===== src/design/armCtrlPkg.sv =====
package armCtrlPkg;

  localparam int condW     = 4;
  localparam int flagW     = 4; // N Z C V
  localparam int aluCtrlW  = 4;
  localparam int multCtrlW = 3;

  // Instruction class in bits 27:26
  localparam logic [1:0] opDp     = 2'b00;
  localparam logic [1:0] opMem    = 2'b01;
  localparam logic [1:0] opBranch = 2'b10;

  localparam logic [aluCtrlW-1:0] aluAdd = 4'b0100; // Address and branch target math
  localparam logic [3:0]          pcReg  = 4'd15;

  localparam logic [condW-1:0] condEq = 4'b0000;
  localparam logic [condW-1:0] condNe = 4'b0001;
  localparam logic [condW-1:0] condCs = 4'b0010;
  localparam logic [condW-1:0] condCc = 4'b0011;
  localparam logic [condW-1:0] condMi = 4'b0100;
  localparam logic [condW-1:0] condPl = 4'b0101;
  localparam logic [condW-1:0] condVs = 4'b0110;
  localparam logic [condW-1:0] condVc = 4'b0111;
  localparam logic [condW-1:0] condHi = 4'b1000;
  localparam logic [condW-1:0] condLs = 4'b1001;
  localparam logic [condW-1:0] condGe = 4'b1010;
  localparam logic [condW-1:0] condLt = 4'b1011;
  localparam logic [condW-1:0] condGt = 4'b1100;
  localparam logic [condW-1:0] condLe = 4'b1101;
  localparam logic [condW-1:0] condAl = 4'b1110;

  typedef struct packed {
    logic [condW-1:0]    cond;
    logic [1:0]          op;
    logic                i;       // Immediate operand
    logic [aluCtrlW-1:0] cmd;
    logic                s;       // Set flags
    logic [3:0]          rn;
    logic [3:0]          rd;
    logic [11:0]         operand;
  } dpInstrT;

  typedef struct packed {
    logic [condW-1:0] cond;
    logic [1:0]       op;
    logic [5:0]       flags;      // I P U B W L, L in bit 0
    logic [3:0]       rn;
    logic [3:0]       rd;
    logic [11:0]      offset;
  } memInstrT;

  typedef struct packed {
    logic [condW-1:0] cond;
    logic [1:0]       op;
    logic [1:0]       funct;
    logic [23:0]      offset;     // Word offset from PC+8
  } brInstrT;

  typedef union packed {
    dpInstrT  dp;
    memInstrT mem;
    brInstrT  br;
  } armInstrT;

endpackage


===== src/design/decodeIf.sv =====
`timescale 1ns/10ps

interface decodeIf;
  import armCtrlPkg::*;

  logic                 aluSrc;
  logic [aluCtrlW-1:0]  aluControl;
  logic [multCtrlW-1:0] multControl;
  logic [1:0]           flagWrite;   // NZ, CV
  logic                 branch;
  logic                 memWrite;
  logic                 regWrite;
  logic                 memtoReg;
  logic                 pcSrc;
  logic [condW-1:0]     cond;

  modport dec (output aluSrc, aluControl, multControl, flagWrite, branch,
               memWrite, regWrite, memtoReg, pcSrc, cond);
  modport ctrl (input aluSrc, aluControl, multControl, flagWrite, branch,
                memWrite, regWrite, memtoReg, pcSrc, cond);

endinterface


===== src/design/hazardIf.sv =====
`timescale 1ns/10ps

interface hazardIf;

  // From controller
  logic regWriteM;
  logic memtoRegE;
  logic pcWrPendingF;
  logic branchTakenE;
  logic pcSrcW;

  // From hazard unit
  logic flushE;
  logic stallBack;   // Freezes E, M and W

  modport ctrl (output regWriteM, memtoRegE, pcWrPendingF, branchTakenE, pcSrcW,
                input  flushE, stallBack);
  modport haz (input  regWriteM, memtoRegE, pcWrPendingF, branchTakenE, pcSrcW,
               output flushE, stallBack);

endinterface


===== src/design/instrDecoder.sv =====
`timescale 1ns/10ps

module instrDecoder (
  input  armCtrlPkg::armInstrT instr,
  output logic [1:0]           regSrc,
  output logic [1:0]           immSrc,
  decodeIf.dec                 dec
);
  import armCtrlPkg::*;

  logic [9:0] controls;
  logic       aluSrc, memtoReg, regWrite, memWrite, branch;
  logic       aluOp;   // Data processing, ALU control comes from cmd
  logic       isMult;

  // Register form with 1001 in bits 7:4
  assign isMult = (instr.dp.op == opDp) && !instr.dp.i &&
                  (instr.dp.operand[7:4] == 4'b1001);

  // regSrc immSrc aluSrc memtoReg regWrite memWrite branch aluOp
  always_comb begin
    controls = '0; // Unimplemented class
    case (instr.dp.op)
      opDp: begin
        if (instr.dp.i)
          controls = 10'b00_00_1_0_1_0_0_1;   // Immediate operand
        else
          controls = 10'b00_00_0_0_1_0_0_1;   // Register operand or multiply
      end
      opMem: begin
        if (instr.mem.flags[0])
          controls = 10'b00_01_1_1_1_0_0_0;   // LDR
        else
          controls = 10'b10_01_1_0_0_1_0_0;   // STR
      end
      opBranch: controls = 10'b01_10_1_0_0_0_1_0;
      default: controls = '0;
    endcase
  end

  assign {regSrc, immSrc, aluSrc, memtoReg, regWrite, memWrite, branch, aluOp} = controls;

  always_comb begin
    if (aluOp) begin
      dec.aluControl = instr.dp.cmd;
      dec.flagWrite  = {2{instr.dp.s}};   // S sets both halves
    end else begin
      dec.aluControl = aluAdd;
      dec.flagWrite  = 2'b00;
    end
  end

  assign dec.multControl = isMult ? instr.dp.cmd[multCtrlW-1:0] : '0;

  assign dec.aluSrc   = aluSrc;
  assign dec.memtoReg = memtoReg;
  assign dec.regWrite = regWrite;
  assign dec.memWrite = memWrite;
  assign dec.branch   = branch;
  assign dec.pcSrc    = (regWrite && (instr.dp.rd == pcReg)) || branch;  // Any write to R15
  assign dec.cond     = instr.dp.cond;

endmodule


===== src/design/condUnit.sv =====
`timescale 1ns/10ps

module condUnit (
  input  logic                         clk,
  input  logic                         reset,
  input  logic                         enable,
  input  logic [armCtrlPkg::condW-1:0] cond,
  input  logic [1:0]                   flagWrite,
  input  logic [armCtrlPkg::flagW-1:0] aluFlags,
  output logic                         condEx,
  output logic [armCtrlPkg::flagW-1:0] flags
);
  import armCtrlPkg::*;

  logic n, z, c, v;

  assign {n, z, c, v} = flags;

  always_comb begin
    case (cond)
      condEq: condEx = z;
      condNe: condEx = !z;
      condCs: condEx = c;
      condCc: condEx = !c;
      condMi: condEx = n;
      condPl: condEx = !n;
      condVs: condEx = v;
      condVc: condEx = !v;
      condHi: condEx = !z && c;
      condLs: condEx = z || !c;
      condGe: condEx = (n == v);
      condLt: condEx = (n != v);
      condGt: condEx = !z && (n == v);
      condLe: condEx = z || (n != v);
      condAl: condEx = 1'b1;
      default: condEx = 1'b0;   // 1111 never executes here
    endcase
  end

  // Flags change only for an instruction that passed its own condition
  always_ff @(posedge clk) begin
    if (reset) begin
      flags <= '0;
    end else if (enable && condEx) begin
      if (flagWrite[1]) flags[3:2] <= aluFlags[3:2];  // N Z
      if (flagWrite[0]) flags[1:0] <= aluFlags[1:0];  // C V
    end
  end

  flagsKnown: assert property (@(posedge clk) disable iff (reset) !$isunknown(flags));

endmodule


===== src/design/controller.sv =====
`timescale 1ns/10ps

module controller (
  input  logic                             clk,
  input  logic                             reset,
  input  armCtrlPkg::armInstrT             instrD,
  input  logic [armCtrlPkg::flagW-1:0]     flagsE,
  output logic [1:0]                       regSrcD,
  output logic [1:0]                       immSrcD,
  output logic                             aluSrcE,
  output logic [armCtrlPkg::aluCtrlW-1:0]  aluControlE,
  output logic [armCtrlPkg::multCtrlW-1:0] multControlE,
  output logic                             carryInE,
  output logic                             branchTakenE,
  output logic                             memWriteM,
  output logic                             regWriteW,
  output logic                             memtoRegW,
  output logic                             pcSrcW,
  hazardIf.ctrl                            haz
);
  import armCtrlPkg::*;

  logic [condW-1:0] condE;
  logic [1:0]       flagWriteE;
  logic             branchE, memWriteE, regWriteE, memtoRegE, pcSrcE;
  logic             condExE;
  logic [flagW-1:0] storedFlags;
  logic             memtoRegM, pcSrcM;

  decodeIf decBus ();

  instrDecoder instrDecoder_inst (
    .instr  (instrD),
    .regSrc (regSrcD),
    .immSrc (immSrcD),
    .dec    (decBus)
  );

  // Execute stage where a flush kills only what could change state
  always_ff @(posedge clk) begin
    if (reset) begin
      aluSrcE      <= 1'b0;
      aluControlE  <= '0;
      multControlE <= '0;
      condE        <= '0;
      flagWriteE   <= 2'b00;
      {branchE, memWriteE, regWriteE, memtoRegE, pcSrcE} <= '0;
    end else if (!haz.stallBack) begin
      aluSrcE      <= decBus.aluSrc;
      aluControlE  <= decBus.aluControl;
      multControlE <= decBus.multControl;
      condE        <= decBus.cond;
      if (haz.flushE) begin
        flagWriteE <= 2'b00;   // Bubble
        {branchE, memWriteE, regWriteE, memtoRegE, pcSrcE} <= '0;
      end else begin
        flagWriteE <= decBus.flagWrite;
        {branchE, memWriteE, regWriteE, memtoRegE, pcSrcE} <=
          {decBus.branch, decBus.memWrite, decBus.regWrite, decBus.memtoReg, decBus.pcSrc};
      end
    end
  end

  condUnit condUnit_inst (
    .clk       (clk),
    .reset     (reset),
    .enable    (!haz.stallBack),
    .cond      (condE),
    .flagWrite (flagWriteE),
    .aluFlags  (flagsE),
    .condEx    (condExE),
    .flags     (storedFlags)
  );

  assign branchTakenE = branchE && condExE;
  assign carryInE     = storedFlags[1];   // Stored C

  // Memory stage takes the condition-gated bits
  always_ff @(posedge clk) begin
    if (reset) begin
      {memWriteM, memtoRegM, haz.regWriteM, pcSrcM} <= '0;
    end else if (!haz.stallBack) begin
      memWriteM     <= memWriteE && condExE;
      memtoRegM     <= memtoRegE && condExE;
      haz.regWriteM <= regWriteE && condExE;
      pcSrcM        <= pcSrcE && condExE;
    end
  end

  always_ff @(posedge clk) begin
    if (reset) begin
      {regWriteW, memtoRegW, pcSrcW} <= '0;
    end else if (!haz.stallBack) begin
      {regWriteW, memtoRegW, pcSrcW} <= {haz.regWriteM, memtoRegM, pcSrcM};
    end
  end

  assign haz.memtoRegE    = memtoRegE;
  assign haz.branchTakenE = branchTakenE;
  assign haz.pcSrcW       = pcSrcW;
  assign haz.pcWrPendingF = decBus.pcSrc || pcSrcE || pcSrcM;  // PC write still in flight

  // A store never reaches Writeback with a register write
  noStoreWrite: assert property (@(posedge clk) disable iff (reset)
    memWriteM && !haz.stallBack |=> !regWriteW);

  noFlushInStall: assert property (@(posedge clk) disable iff (reset)
    !(haz.flushE && haz.stallBack));

endmodule


===== src/design/hazardUnit.sv =====
`timescale 1ns/10ps

module hazardUnit (
  input  logic  ldUseMatch,
  input  logic  memStall,
  output logic  stallF,
  output logic  stallD,
  output logic  flushD,
  hazardIf.haz  haz
);

  logic ldStall;

  // Load in Execute feeding the instruction in Decode
  assign ldStall = ldUseMatch && haz.memtoRegE;

  assign stallD = ldStall || memStall;
  assign stallF = stallD || haz.pcWrPendingF;

  // Drop wrong-path fetches while the PC is being redirected
  assign flushD = haz.pcWrPendingF || haz.pcSrcW || haz.branchTakenE;

  assign haz.flushE    = (ldStall || haz.branchTakenE) && !memStall;
  assign haz.stallBack = memStall;

endmodule


===== src/design/ctrlSubsystem.sv =====
`timescale 1ns/10ps

module ctrlSubsystem (
  input  logic                             clk,
  input  logic                             reset,
  input  armCtrlPkg::armInstrT             instrD,
  input  logic [armCtrlPkg::flagW-1:0]     flagsE,     // ALU NZCV
  input  logic                             ldUseMatch,
  input  logic                             memStall,
  output logic [1:0]                       regSrcD,
  output logic [1:0]                       immSrcD,
  output logic                             aluSrcE,
  output logic [armCtrlPkg::aluCtrlW-1:0]  aluControlE,
  output logic [armCtrlPkg::multCtrlW-1:0] multControlE,
  output logic                             carryInE,
  output logic                             branchTakenE,
  output logic                             memWriteM,
  output logic                             regWriteW,
  output logic                             memtoRegW,
  output logic                             pcSrcW,
  output logic                             stallF,
  output logic                             stallD,
  output logic                             flushD
);

  hazardIf hazBus ();

  controller controller_inst (
    .clk          (clk),
    .reset        (reset),
    .instrD       (instrD),
    .flagsE       (flagsE),
    .regSrcD      (regSrcD),
    .immSrcD      (immSrcD),
    .aluSrcE      (aluSrcE),
    .aluControlE  (aluControlE),
    .multControlE (multControlE),
    .carryInE     (carryInE),
    .branchTakenE (branchTakenE),
    .memWriteM    (memWriteM),
    .regWriteW    (regWriteW),
    .memtoRegW    (memtoRegW),
    .pcSrcW       (pcSrcW),
    .haz          (hazBus)
  );

  hazardUnit hazardUnit_inst (
    .ldUseMatch (ldUseMatch),
    .memStall   (memStall),
    .stallF     (stallF),
    .stallD     (stallD),
    .flushD     (flushD),
    .haz        (hazBus)
  );

endmodule


===== config.mk =====
export PLATFORM = sky130hd
export DESIGN_NAME = ctrlSubsystem
export DESIGN_NICKNAME = d
export VERILOG_FILES = /design/src/design/armCtrlPkg.sv /design/src/design/decodeIf.sv /design/src/design/hazardIf.sv /design/src/design/instrDecoder.sv /design/src/design/condUnit.sv /design/src/design/controller.sv /design/src/design/hazardUnit.sv /design/src/design/ctrlSubsystem.sv
export SDC_FILE = /design/constraint.sdc
export NUM_CORES = 1
export LEC_CHECK = 0
export ABC_AREA = 0
export BUFFER_PORTS_ARGS = -buffer_cell sky130_fd_sc_hd__buf_2
export CELL_PAD_IN_SITES_DETAIL_PLACEMENT = 1
export CELL_PAD_IN_SITES_GLOBAL_PLACEMENT = 1
export CORE_AREA = 2 2 73 75
export DETAILED_ROUTE_END_ITERATION = 16
export DIE_AREA = 0 0 75 77
export PLACE_DENSITY = 0.81
export SYNTH_ARGS = -nofsm -noshare
export SYNTH_HDL_FRONTEND = slang
export SYNTH_SLANG_ARGS = --single-unit

===== constraint.sdc =====
create_clock -name clk -period 2.6 [get_ports clk]
set_input_delay 0.13 -clock clk [delete_from_list [all_inputs] [get_ports clk]]
set_output_delay 0.13 -clock clk [all_outputs]
set_load 0.01 [all_outputs]

# Word level (Yosys, flattened, before mapping)
# Cells that the tools add are included.
# totals
regBits,30
in_bits,40
wordCells,85
# op_classes
eq_ne,20
n_mux,13
reduce_logical,33
# ops
op,count
$eq A4 B4 Y1 const B,9
$pmux W10 S3,1
$eq A4 B3 Y1 const B,4
$pmux W1 S15,1
$logic_and A1 B1 Y1,13
$logic_or A1 B1 Y1,10
$mux W10,1
$eq A4 B2 Y1 const B,2
$logic_not A1 Y1,6
$mux W6,1
$mux W1,5
$eq A4 B1 Y1 const B,1
$logic_not A4 Y1,1
$mux W2,2
$mux W4,1
$reduce_and A2 Y1,2
$mux W3,1
$eq A2 B1 Y1 const B,1
$eq A2 B2 Y1 const B,1
$logic_not A2 Y1,1
$eq A1 B1 Y1,1
$ne A1 B1 Y1,1

# Longest topological paths before layout
# Gate-level depths: netlist of run 1.
# logic_depth
depth_word,8
mapped_depth,7

# Cells and area by module
# Synthesis of run 1 repeated with hierarchy kept, for this count alone.
# hier_totals
hier_cells,194
area_unflattened_um2,1687.9
# modules_own_cells
mod,n_inst,cells_per_inst,area_each_um2,seq_area_each_um2
controller,1,103,988.4,520.5
condUnit,1,48,412.9,80.1
instrDecoder,1,37,250.2,0.0
hazardUnit,1,6,36.3,0.0

# Worst setup path after synthesis of run 1
# OpenSTA, ideal clock, no wires.
# synth_path
path_kind,flip-flop to flip-flop
from,register controller_inst.condE[2]
to,register controller_inst.condUnit_inst.flags[0] (netlist name)
setup_time_ps,72
arrival_ps,1598
required_ps,2528
slack_ps,930
stages_incl_launch_ff,7
n_path_buf,1
synth_period_minus_slack_ps,1670
path_cell_list,dfxtp_1 > buf_6 > mux2_4 > a32oi_2 > o211ai_2 > a211oi_4 > mux2i_1
# synth_via
elab_chain_len,4
elab_cells_between_ends,18
cone_classes,eq/ne: 14; mux: 1; reduce/logical: 3
# synth_lines
item,line_no,text
from (decl),controller.sv:23,logic [condW-1:0] condE;
from (signal assigned),controller.sv:52,condE <= decBus.cond;
"$eq A4 B4 Y1, or another cell as far along",condUnit.sv:20,case (cond)
$pmux W1 S15 (*),condUnit.sv:20,
$logic_and A1 B1 Y1 (*),condUnit.sv:44,end else if (enable && condEx) begin
$reduce_and A2 Y1 (no source line) (*),--,
to (decl),condUnit.sv:11,output logic [armCtrlPkg::flagW-1:0] flags
# Every way passes the cells marked *; elsewhere a longest branch is shown, timed or not.
# A chain may end at the register's enable or synchronous reset.

# Worst setup path after layout of run 1
# layout_path
from,register controller_inst.condE[2]
to,output flushD
# layout_via
elab_chain_len,4
elab_cells_between_ends,18
cone_classes,eq/ne: 14; mux: 1; reduce/logical: 3
# layout_lines
item,line_no,text
"$eq A4 B4 Y1, or another cell as far along",condUnit.sv:20,
$pmux W1 S15 (*),condUnit.sv:20,
$logic_and A1 B1 Y1 (*),controller.sv:75,assign branchTakenE = branchE && condExE;
$logic_or A1 B1 Y1 (*),hazardUnit.sv:21,assign flushD = haz.pcWrPendingF || haz.pcSrcW || haz.branchTakenE;
to (decl),ctrlSubsystem.sv:23,output logic flushD
# Marked as above.

==> metrics, run 1 <==
R2R setup slack just over 400 ps; ant diodes 0; Avg Inst Size Synth 8.80 um2; cells on worst reg2reg path 6; arrival time worst endpoint 2350 ps; I/O Buffers 48; Vias 1493; worst-margin pin slew 677 ps; Routed WL per cell 13.9 um; Synth Net Count 232; Hold Path Class in -> reg; CTS tree done; leak pwr 0.893 nW; setup violators final 0; layout cell share with drive strength beyond 1 0.282; I/O pin cnt slightly above 60; Max Cap Viol 0; logic gate share of total power 0.140; Via-to-Cell Ratio 5.03; Cell Int Power 0.761 mW; WL final 4.14 mm; Post-CTS Hold Buffers 0; row cnt 26; Final Cycle Share 0.952; first drt pass iteration count 4; first-pass GRT wire length 6.84 mm; Mapped Area 0.00164 mm2; DRC viols 0; CP max-delay cell dfxtp_1; Iteration-0 DRC Markers between 80 and 90; DIE AREA around 0.0058 mm2; commonest non-fill, non-tap cell in the layout buf_2; largest net degree at the start of global routing 37; Achievable Freq between 400 and 500 MHz; CTS Root Cell clkbuf_8; clock network fraction of total power 0.403; status finished clean; Critical Path End Type output port; number of synthesized register bits 29; vias in the first global route 1429; Post-synth ARST share 0; Post-synth EDFFs 0; gpl congestion 0.780; Worst Hold Depth 3; maximum VDD drop 163 uV; Final Net Count 272; post-synthesis sequential area ratio 0.355; number of CTS-inserted buffers 5; die width 75 um; HPWL after DPL 2.88 mm; Die Height 77 um; synth warn 0; Power, Total 1.04 mW; Core Region 0.00498 mm2; Setup crit start kind flip-flop; worst-path cell chain and4b_2, o311ai_1, o2111ai_1, a21oi_4, o21ai_0, buf_2; WS Path Type reg -> out; sw frac 0.267; DRT antenna net count 0; clock sinks 29; min cycle time layout 2480 ps; Slew Limit Fails 0; synth-to-layout area growth 22.2%; TNS Setup 0 ps; Seq pwr share 0.457; gr ovfl total 0; slowest stage delay, CP 540 ps; CTS H-tree lvls 2; Distinct cells, synth 42; power density cells 519 mW/mm2; final hold vios 0; CTS clk-pin slew, worst paths approximately 60 ps; Worst Clk Skew 5.14 ps; Skew-Pair Late Insertion Delay a little under 300 ps; CP required 2470 ps; clk buf depth 2; CP Max Fanout 12; gr usage total 0.152; Slew headroom 0.549; Syn Inst Count 186; most frequent cells in the layout buf_2, dfxtp_1, nand2_1; RSZ-0062 raised after global routing false; ys flop type dfxtp_1; Switch Pwr 0.277 mW; antenna violations before repair 0; initial core utilization 0.329
## flip-flops by register name, indices dropped and copies added, names as in the netlist
signal and flops:
controller_inst.aluControlE 4, controller_inst.aluSrcE 1, controller_inst.branchE 1, controller_inst.condE 4, controller_inst.condUnit_inst.flags 4, controller_inst.flagWriteE 1, controller_inst.haz.memtoRegE 1, controller_inst.haz.pcSrcW 1
controller_inst.haz.regWriteM 1, controller_inst.memWriteE 1, controller_inst.memWriteM 1, controller_inst.memtoRegM 1, controller_inst.memtoRegW 1, controller_inst.multControlE 3, controller_inst.pcSrcE 1, controller_inst.pcSrcM 1
controller_inst.regWriteE 1, controller_inst.regWriteW 1
## critical path, delay by kind of cell, from the launching register on
| kind | cells | cell delay (ps) |
|---|---|---|
| and+or+nand+nor | 1 | 280 |
| AOI/OAI and AO/OA | 4 | 1080 |
| buffers and inverters | 1 | 150 |
| DFF | 1 | 540 |
## metrics by stage
step | instance area (um2) | hold slack [ps] | setup slack (ps) | util | cells
2_1_floorplan | 1640 | 269 | 930 | - | 186
4_1_cts | 1990 | 72.4 | 84.1 | 0.400 | 297
6_report | 2000 | 76.7 | 124 | 0.402 | 297
5_1_grt | 2000 | 84.9 | 7.50 | 0.402 | 297
3_5_place_dp | 1890 | 372 | 472 | 0.380 | 289
3_3_place_gp | 1890 | 362 | 495 | 0.380 | 289
## cell families (layout without fill, tap and decap cells)
group	after synthesis	count (layout)	synth area share
and+or+nand+nor	72	72	0.242
adders and majority gates	6	6	0.0459
muxes	15	15	0.0948
xor gates and xnor gates	2	2	0.0107
AOI/OAI and AO/OA	38	38	0.182
DFF	29	29	0.355
buffers and inverters	24	65	0.0703
## cells in the mapped netlist (2+ instances only)
cell type | number | area, um2
and3b_1 | 2 | 17.5
nor3b_1 | 5 | 37.5
o21ai_0 | 2 | 10.0
nor2_1 | 15 | 56.3
a22oi_1 | 7 | 52.6
nor4_1 | 2 | 12.5
nor4b_1 | 2 | 17.5
dfxtp_1 | 29 | 581
nor3_1 | 3 | 15.0
nand2_1 | 21 | 78.8
buf_1 | 2 | 7.51
nand3b_1 | 8 | 60.1
nor2b_1 | 7 | 43.8
o2bb2ai_1 | 6 | 52.6
inv_1 | 7 | 26.3
clkbuf_1 | 8 | 30.0
o22ai_1 | 4 | 25.0
a21o_1 | 2 | 15.0
ha_1 | 6 | 75.1
buf_2 | 2 | 10.0
buf_4 | 4 | 30.0
a21oi_1 | 8 | 40.0
mux2i_1 | 14 | 140
nand3_1 | 2 | 10.0
## power groups by stage
stage / sequential [mW] / combinational, mW / clock (mW)
after floorplan: 0.476 / 0.103 / 0
after global placement: 0.484 / 0.138 / 0
after detailed placement: 0.485 / 0.142 / 0
after CTS: 0.475 / 0.144 / 0.430
after global routing: 0.477 / 0.161 / 0.450
final: 0.475 / 0.145 / 0.418
## metal layers
layer	GRT usage	routed length [um]
met5	0	0
met4	0.0589	78
met3	0.0420	227
met2	0.229	1950
met1	0.203	1880
## final timing paths
check                                       start                         endpoint
hold reg to reg   controller_inst.multControlE[1]  controller_inst.multControlE[1]
setup reg to reg         controller_inst.condE[2]    controller_inst.flagWriteE[0]
setup / recovery         controller_inst.condE[2]                           flushD
hold / removal                         instrD[30]         controller_inst.condE[2]
## repair_timing
item | CTS | global route
buffers inserted | 0 | 0
resized for setup | 0 | 1
setup endpoints to repair | 0 | 2
## final cells by class
| type | count | area (um2) |
|---|---|---|
| clock buffers | 7 | 96.3 |
| clock inverters | 1 | 5.00 |
| fillers | 602 | 2980 |
| inverters | 7 | 26.3 |
| multi-input cells | 133 | 948 |
| flip-flops and latches | 29 | 581 |
| well taps | 70 | 87.6 |
| repair buffers | 50 | 255 |
No activity file was read; power rests on OpenSTA's default activity.
==> inputs of run 2 (changes only) <==
--- a/config.mk
+++ b/config.mk
@@ -9,10 +9,11 @@
 export BUFFER_PORTS_ARGS = -buffer_cell sky130_fd_sc_hd__buf_2
 export CELL_PAD_IN_SITES_DETAIL_PLACEMENT = 1
 export CELL_PAD_IN_SITES_GLOBAL_PLACEMENT = 1
-export CORE_AREA = 2 2 73 75
+export CORE_AREA = 2 2 69 71
 export DETAILED_ROUTE_END_ITERATION = 16
-export DIE_AREA = 0 0 75 77
-export PLACE_DENSITY = 0.81
+export DIE_AREA = 0 0 71 73
+export MAX_ROUTING_LAYER = met4
+export PLACE_DENSITY = 0.89
 export SYNTH_ARGS = -nofsm -noshare
 export SYNTH_HDL_FRONTEND = slang
 export SYNTH_SLANG_ARGS = --single-unit
==> run 2 against run 1 <==
Net effect: clock power fell by 13%; cell area down 2.1%; cell count decreased by 5.7%; wire length is 0.73% higher; non-clock buffer count down 1; critical path type unchanged.
==> metrics, run 2 (synthesized netlist as in run 1, its figures left out) <==
status finished clean; gpl congestion 0.822 (+5.4%); crit path buf inv count 1 (unchanged); first-pass GRT wire length 6.78 mm (-0.91%); Achievable Freq 416 MHz (+3.0%); worst-margin pin slew 650 ps (-26.8 ps); routing usage on met2 0.301 (+0.0722); RSZ-0062 raised after global routing false; Final Net Count 271 (-0.37%); Seq. cell area 582 um2 (+0.22%); Routed WL per cell 14.9 um (+6.8%); WS Path Type reg -> out; CP Max Fanout 12 (unchanged); Hold Path End controller_inst.condE[2]; vias in the first global route 1457 (+2.0%); Hold Path Class in -> reg; Core Region 0.00454 mm2 (-8.9%); Slew Limit Fails 0 (unchanged); Skew-Pair Late Insertion Delay 280 ps (about the same); commonest non-fill, non-tap cell in the layout buf_2; layout cell share with drive strength beyond 1 0.283 (+0.00125); area of the multi-input gates 948 um2 (unchanged); gr usage total 0.173 (+0.0207); I/O pin cnt 61 (unchanged); Critical Path End Type output port; DIE AREA 0.00518 mm2 (-10%); post-cts resize count 0 (unchanged); arrival time worst endpoint 2270 ps (-80 ps); CTS clk-pin slew, worst paths 70 ps (about the same); DRC viols 0 (unchanged); HPWL after DPL 2.94 mm (+2.2%); leak pwr 0.878 nW (-1.7%); gr busiest metal met2; routing usage on met1 0.195 (-0.00817); Max Cap Viol 0 (unchanged); antenna violations before repair 0 (unchanged); initial core utilization 0.361 (+0.0320); Die Height 73 um (-5.2%); slowest stage delay, CP 540 ps (about the same); Vias 1489 (-0.27%); WL final 4.17 mm (+0.73%); filler cell count 559 (-7.1%); most frequent cells in the layout buf_2, dfxtp_1, nand2_1; synth-to-layout area growth 19.6%; post-layout util 0.432 (+0.0300); CTS Root Cell clkbuf_8; first drt pass iteration count 4 (unchanged); min-delay src instrD[30]; Slew headroom 0.567 (+0.0179); CP required 2470 ps (about the same); Top delay family on crit path compound AO/OA/AOI/OAI gates; global routing usage on met3 0.0387 (-0.00338); clk buf depth 2 (unchanged); die width 71 um (-5.3%); cells on worst reg2reg path 6 (unchanged); largest net degree at the start of global routing 37 (unchanged); TNS Setup 0 ps (unchanged); R2R setup slack 430 ps (+20 ps); Iteration-0 DRC Markers 83 (unchanged); Setup crit start kind flip-flop; Via-to-Cell Ratio 5.32 (+5.8%); CTS tree done; Worst Clk Skew 11.8 ps (+6.68 ps); R2R Path Start controller_inst.condE[3]; power density cells 502 mW/mm2 (-3.3%); clock sinks 29 (unchanged); setup violators final 0 (unchanged); Post-CTS Hold Buffers 0 (unchanged); worst-path cell chain and3b_1, o311ai_1, o2111ai_1, a21oi_4, o21ai_0, buf_2; Final Cycle Share 0.925 (-0.0275); min cycle time layout 2400 ps (-71.5 ps); ant diodes 0 (unchanged); gr ovfl total 0 (unchanged); Worst Hold Depth 3 (unchanged); setup repair bufs after CTS 0 (unchanged); maximum VDD drop 179 uV (+9.5%); CTS H-tree lvls 2 (unchanged); DRT antenna net count 0 (unchanged); final hold vios 0 (unchanged); number of CTS-inserted buffers 5 (unchanged); r2r endpoint controller_inst.pcSrcM; CP max-delay cell dfxtp_1; row cnt 25 (-3.8%); top flop regs controller_inst.aluControlE: 4 flops, controller_inst.condE: 4 flops, controller_inst.condUnit_inst.flags: 4 flops; I/O Buffers 48 (unchanged)
-- run 2: changes by cell type in the layout (fill, tap and decap cells not counted) --
| cell | previous run | this run |
|---|---|---|
| dfxtp_1 | 29 | 28 |
| clkinv_2 | 1 | 2 |
| clkbuf_8 | 7 | 5 |
| dfxtp_2 | 0 | 1 |
| clkinvlp_4 | 0 | 1 |
| buf_4 | 2 | 1 |
-- run 2: layout make-up --
cell class,instances,area share
multi-input cells,133,0.484
flip-flops and latches,29,0.297
inverters,7,0.0134
well taps,54,0.0345
repair buffers,49,0.127
clock inverters,3,0.00895
clock buffers,5,0.0351
-- run 2: worst reg2reg max path, cell delays in order, from the launching register on --
cell and delay (ps):
dfxtp_1 540, and3b_1 230, o311ai_1 390, o2111ai_1 270
a21oi_4 310, buf_4 200, o22ai_1 80
-- run 2: per-layer routing --
layer / vias to the layer above / part of all wire
met4: 0 / 0.016
met1: 714 / 0.43
li1: 734 / -
met3: 6 / 0.035
met2: 35 / 0.52
met5: - / 0
-- run 2: report_power, final --
part | internal, mW | leakage (nW) | switching, mW | total [mW]
clock | 0.184 | 0.0439 | 0.180 | 0.364
combinational | 0.0626 | 0.598 | 0.0807 | 0.143
sequential | 0.458 | 0.236 | 0.0170 | 0.475
-- run 2: metrics by stage --
step	hold slack (ps)	worst slack (ps)	cells	instance area (um2)	power [mW]
2_1_floorplan	269	930	186	1640	0.579
3_3_place_gp	360	470	272	1860	0.621
3_5_place_dp	376	410	272	1860	0.626
4_1_cts	76.6	131	280	1950	0.986
5_1_grt	83.9	1.54	280	1960	1.03
6_report	82.6	195	280	1960	0.982
-- run 2: how the worst max path moves through the flow --
stage | startpoint | endpoint | cells past startpoint
floorplan | controller_inst.condE[2] | controller_inst.condUnit_inst.flags[0] | 6
global placement | controller_inst.condE[2] | flushD | 6
detailed placement | controller_inst.condE[2] | controller_inst.flagWriteE[0] | 6
CTS | controller_inst.condE[2] | flushD | 6
global route | controller_inst.condE[3] | flushD | 6
finish | controller_inst.condE[3] | flushD | 6
==> inputs of run 3 (changes only) <==
--- a/config.mk
+++ b/config.mk
@@ -8,12 +8,12 @@
 export ABC_AREA = 0
 export BUFFER_PORTS_ARGS = -buffer_cell sky130_fd_sc_hd__buf_2
 export CELL_PAD_IN_SITES_DETAIL_PLACEMENT = 1
-export CELL_PAD_IN_SITES_GLOBAL_PLACEMENT = 1
-export CORE_AREA = 2 2 69 71
+export CELL_PAD_IN_SITES_GLOBAL_PLACEMENT = 2
+export CORE_AREA = 2 2 77 79
 export DETAILED_ROUTE_END_ITERATION = 16
-export DIE_AREA = 0 0 71 73
+export DIE_AREA = 0 0 79 81
 export MAX_ROUTING_LAYER = met4
-export PLACE_DENSITY = 0.89
+export PLACE_DENSITY = 0.9
 export SYNTH_ARGS = -nofsm -noshare
 export SYNTH_HDL_FRONTEND = slang
 export SYNTH_SLANG_ARGS = --single-unit
==> constraint.sdc (replaced) <==
create_clock -name clk -period 2.95 [get_ports clk]
set_input_delay 0.1475 -clock clk [delete_from_list [all_inputs] [get_ports clk]]
set_output_delay 0.1475 -clock clk [all_outputs]
set_load 0.01 [all_outputs]
==> run 3 against run 2 <==
Net effect: sequential share of layout area fell by 0.27 points; clock-buffer cell count increased by 1; worst setup slack better by 350 ps; critical path type unchanged; largest cell class unchanged.
==> metrics, run 3 (synthesized netlist as in run 1, its figures left out) <==
clock sinks 29 (unchanged); Slew headroom 0.545 (-0.0220); R2R Path Start controller_inst.condE[2]; post-layout util 0.347 (-0.0843); power density cells 436 mW/mm2 (-13%); most frequent cells in the layout buf_2, dfxtp_1, nand2_1; Core Region 0.00568 mm2 (+25%); Post-CTS Hold Buffers 0 (unchanged); first drt pass iteration count 4 (unchanged); synth-to-layout area growth 20.5%; routing usage on met2 0.224 (-0.0774); ant diodes 0 (unchanged); Worst Clk Skew 4.97 ps (-6.85 ps); min cycle time layout 2410 ps; global routing usage on met3 0.0367 (-0.00201); Vias 1437 (-3.5%); Critical Path End Type output port; r2r endpoint controller_inst.condUnit_inst.flags[1]; WL final 3.96 mm (-5.0%); post-cts resize count 0 (unchanged); RSZ-0062 raised after global routing false; CP Max Fanout 12 (unchanged); Power, Total 0.861 mW (-12%); Max Cap Viol 0 (unchanged); DRC viols 0 (unchanged); setup repair bufs after CTS 0 (unchanged); DIE AREA 0.00640 mm2 (+23%); gr usage total 0.132 (-0.0409); HPWL after DPL 2.86 mm (-2.9%); antenna violations before repair 0 (unchanged); routing usage on met1 0.150 (-0.0446); Via-to-Cell Ratio 4.77 (-10%); Hold WS 94.0 ps (+11.3 ps); Final Net Count 271 (unchanged); die width 79 um (+11%); I/O pin cnt 61 (unchanged); number of CTS-inserted buffers 5 (unchanged); top flop regs controller_inst.aluControlE: 4 flops, controller_inst.condE: 4 flops, controller_inst.condUnit_inst.flags: 4 flops; status finished clean; leak pwr 0.877 nW (-0.11%); Routed WL per cell 13.2 um (-12%); DRT antenna net count 0 (unchanged); Achievable Freq 415 MHz; layout cell share with drive strength beyond 1 0.274 (-0.00885); commonest non-fill, non-tap cell in the layout buf_2; CTS clk-pin slew, worst paths 60 ps (about the same); cells on worst reg2reg path 5 (-1); Final Cycle Share 0.816; Setup crit start kind flip-flop; I/O Buffers 48 (unchanged); CTS tree done; gpl congestion 0.688 (-16%); gr busiest metal met2; vias in the first global route 1413 (-3.0%); arrival time worst endpoint 2260 ps (about the same); Hold Path Class in -> reg; TNS Setup 0 ps (unchanged); setup violators final 0 (unchanged); Worst Setup SP controller_inst.condE[2]; initial core utilization 0.288 (-0.0725); worst-path cell chain and4b_2, o311ai_1, o2111ai_1, a21oi_2, buf_4, o21ai_0, buf_2; gr ovfl total 0 (unchanged); worst-margin pin slew 683 ps (+32.9 ps); row cnt 28 (+12%); slowest stage delay, CP 540 ps (about the same); first-pass GRT wire length 6.47 mm (-4.7%); WS Path Type reg -> out; largest net degree at the start of global routing 37 (unchanged); CP required 2800 ps (+330 ps); CP endpoint flushD; Iteration-0 DRC Markers 69 (-17%); Skew-Pair Late Insertion Delay 280 ps (about the same); CP max-delay cell dfxtp_1; CTS Root Cell clkbuf_8; clk buf depth 2 (unchanged); Die Height 81 um (+11%); R2R setup slack 970 ps (+540 ps); Slew Limit Fails 0 (unchanged); maximum VDD drop 142 uV (-21%); CTS H-tree lvls 2 (unchanged); final hold vios 0 (unchanged)
[run 3: cell count changes in the layout (fill, tap and decap cells not counted), sizes merged]
| cell | before | now |
|---|---|---|
| clkbuf | 5 | 6 |
| clkinvlp | 1 | 0 |
[run 3: worst min-delay path by stage]
| stage | start | end | slack, ps | cells after the start |
|---|---|---|---|---|
| after floorplan | flagsE[0] | controller_inst.condUnit_inst.flags[0] | 290 | 2 |
| after global placement | instrD[24] | controller_inst.aluControlE[3] | 380 | 3 |
| after detailed placement | instrD[29] | controller_inst.condE[1] | 400 | 3 |
| after CTS | instrD[24] | controller_inst.aluControlE[3] | 90 | 3 |
| after global routing | instrD[31] | controller_inst.condE[3] | 110 | 3 |
| final | instrD[24] | controller_inst.aluControlE[3] | 90 | 3 |
[run 3: stage by stage]
stage                     setup slack (ps)  instances  instance area (um2)
after global routing                   387        301                 1970
final                                  542        301                 1970
after global placement                 881        293                 1890
after detailed placement               825        293                 1890
after CTS                              513        301                 1970
after floorplan                       1280        186                 1640
[run 3: layout make-up]
cell class	instances	area, um2
Multi-Input combinational cell	133	941
Timing Repair Buffer	49	248
Clock inverter	2	10.0
Clock buffer	6	72.6
Inverter	7	26.3
Tap cell	75	93.8
Fill cell	695	3700
Sequential cell	29	581
[run 3: worst max-delay path: cells and delay by family (launching register included)]
family | cells | cell delay (ps)
AOI/OAI and AO/OA | 4 | 810
buffers and inverters | 2 | 370
and+or+nand+nor | 1 | 270
DFF | 1 | 540
[run 3: power by group]
group / leakage [nW] / switching, mW / internal, mW / total (mW)
combinational: 0.596 / 0.0690 / 0.0546 / 0.124
sequential: 0.236 / 0.0144 / 0.404 / 0.418
clock: 0.0450 / 0.156 / 0.163 / 0.319
[run 3: per-layer routing]
layer | wire length, um | up-vias | part of all wire
li1 | - | 737 | -
met1 | 1770 | 671 | 0.45
met2 | 1960 | 24 | 0.50
met3 | 157 | 5 | 0.040
met4 | 69 | 0 | 0.017
met5 | 0 | - | 0
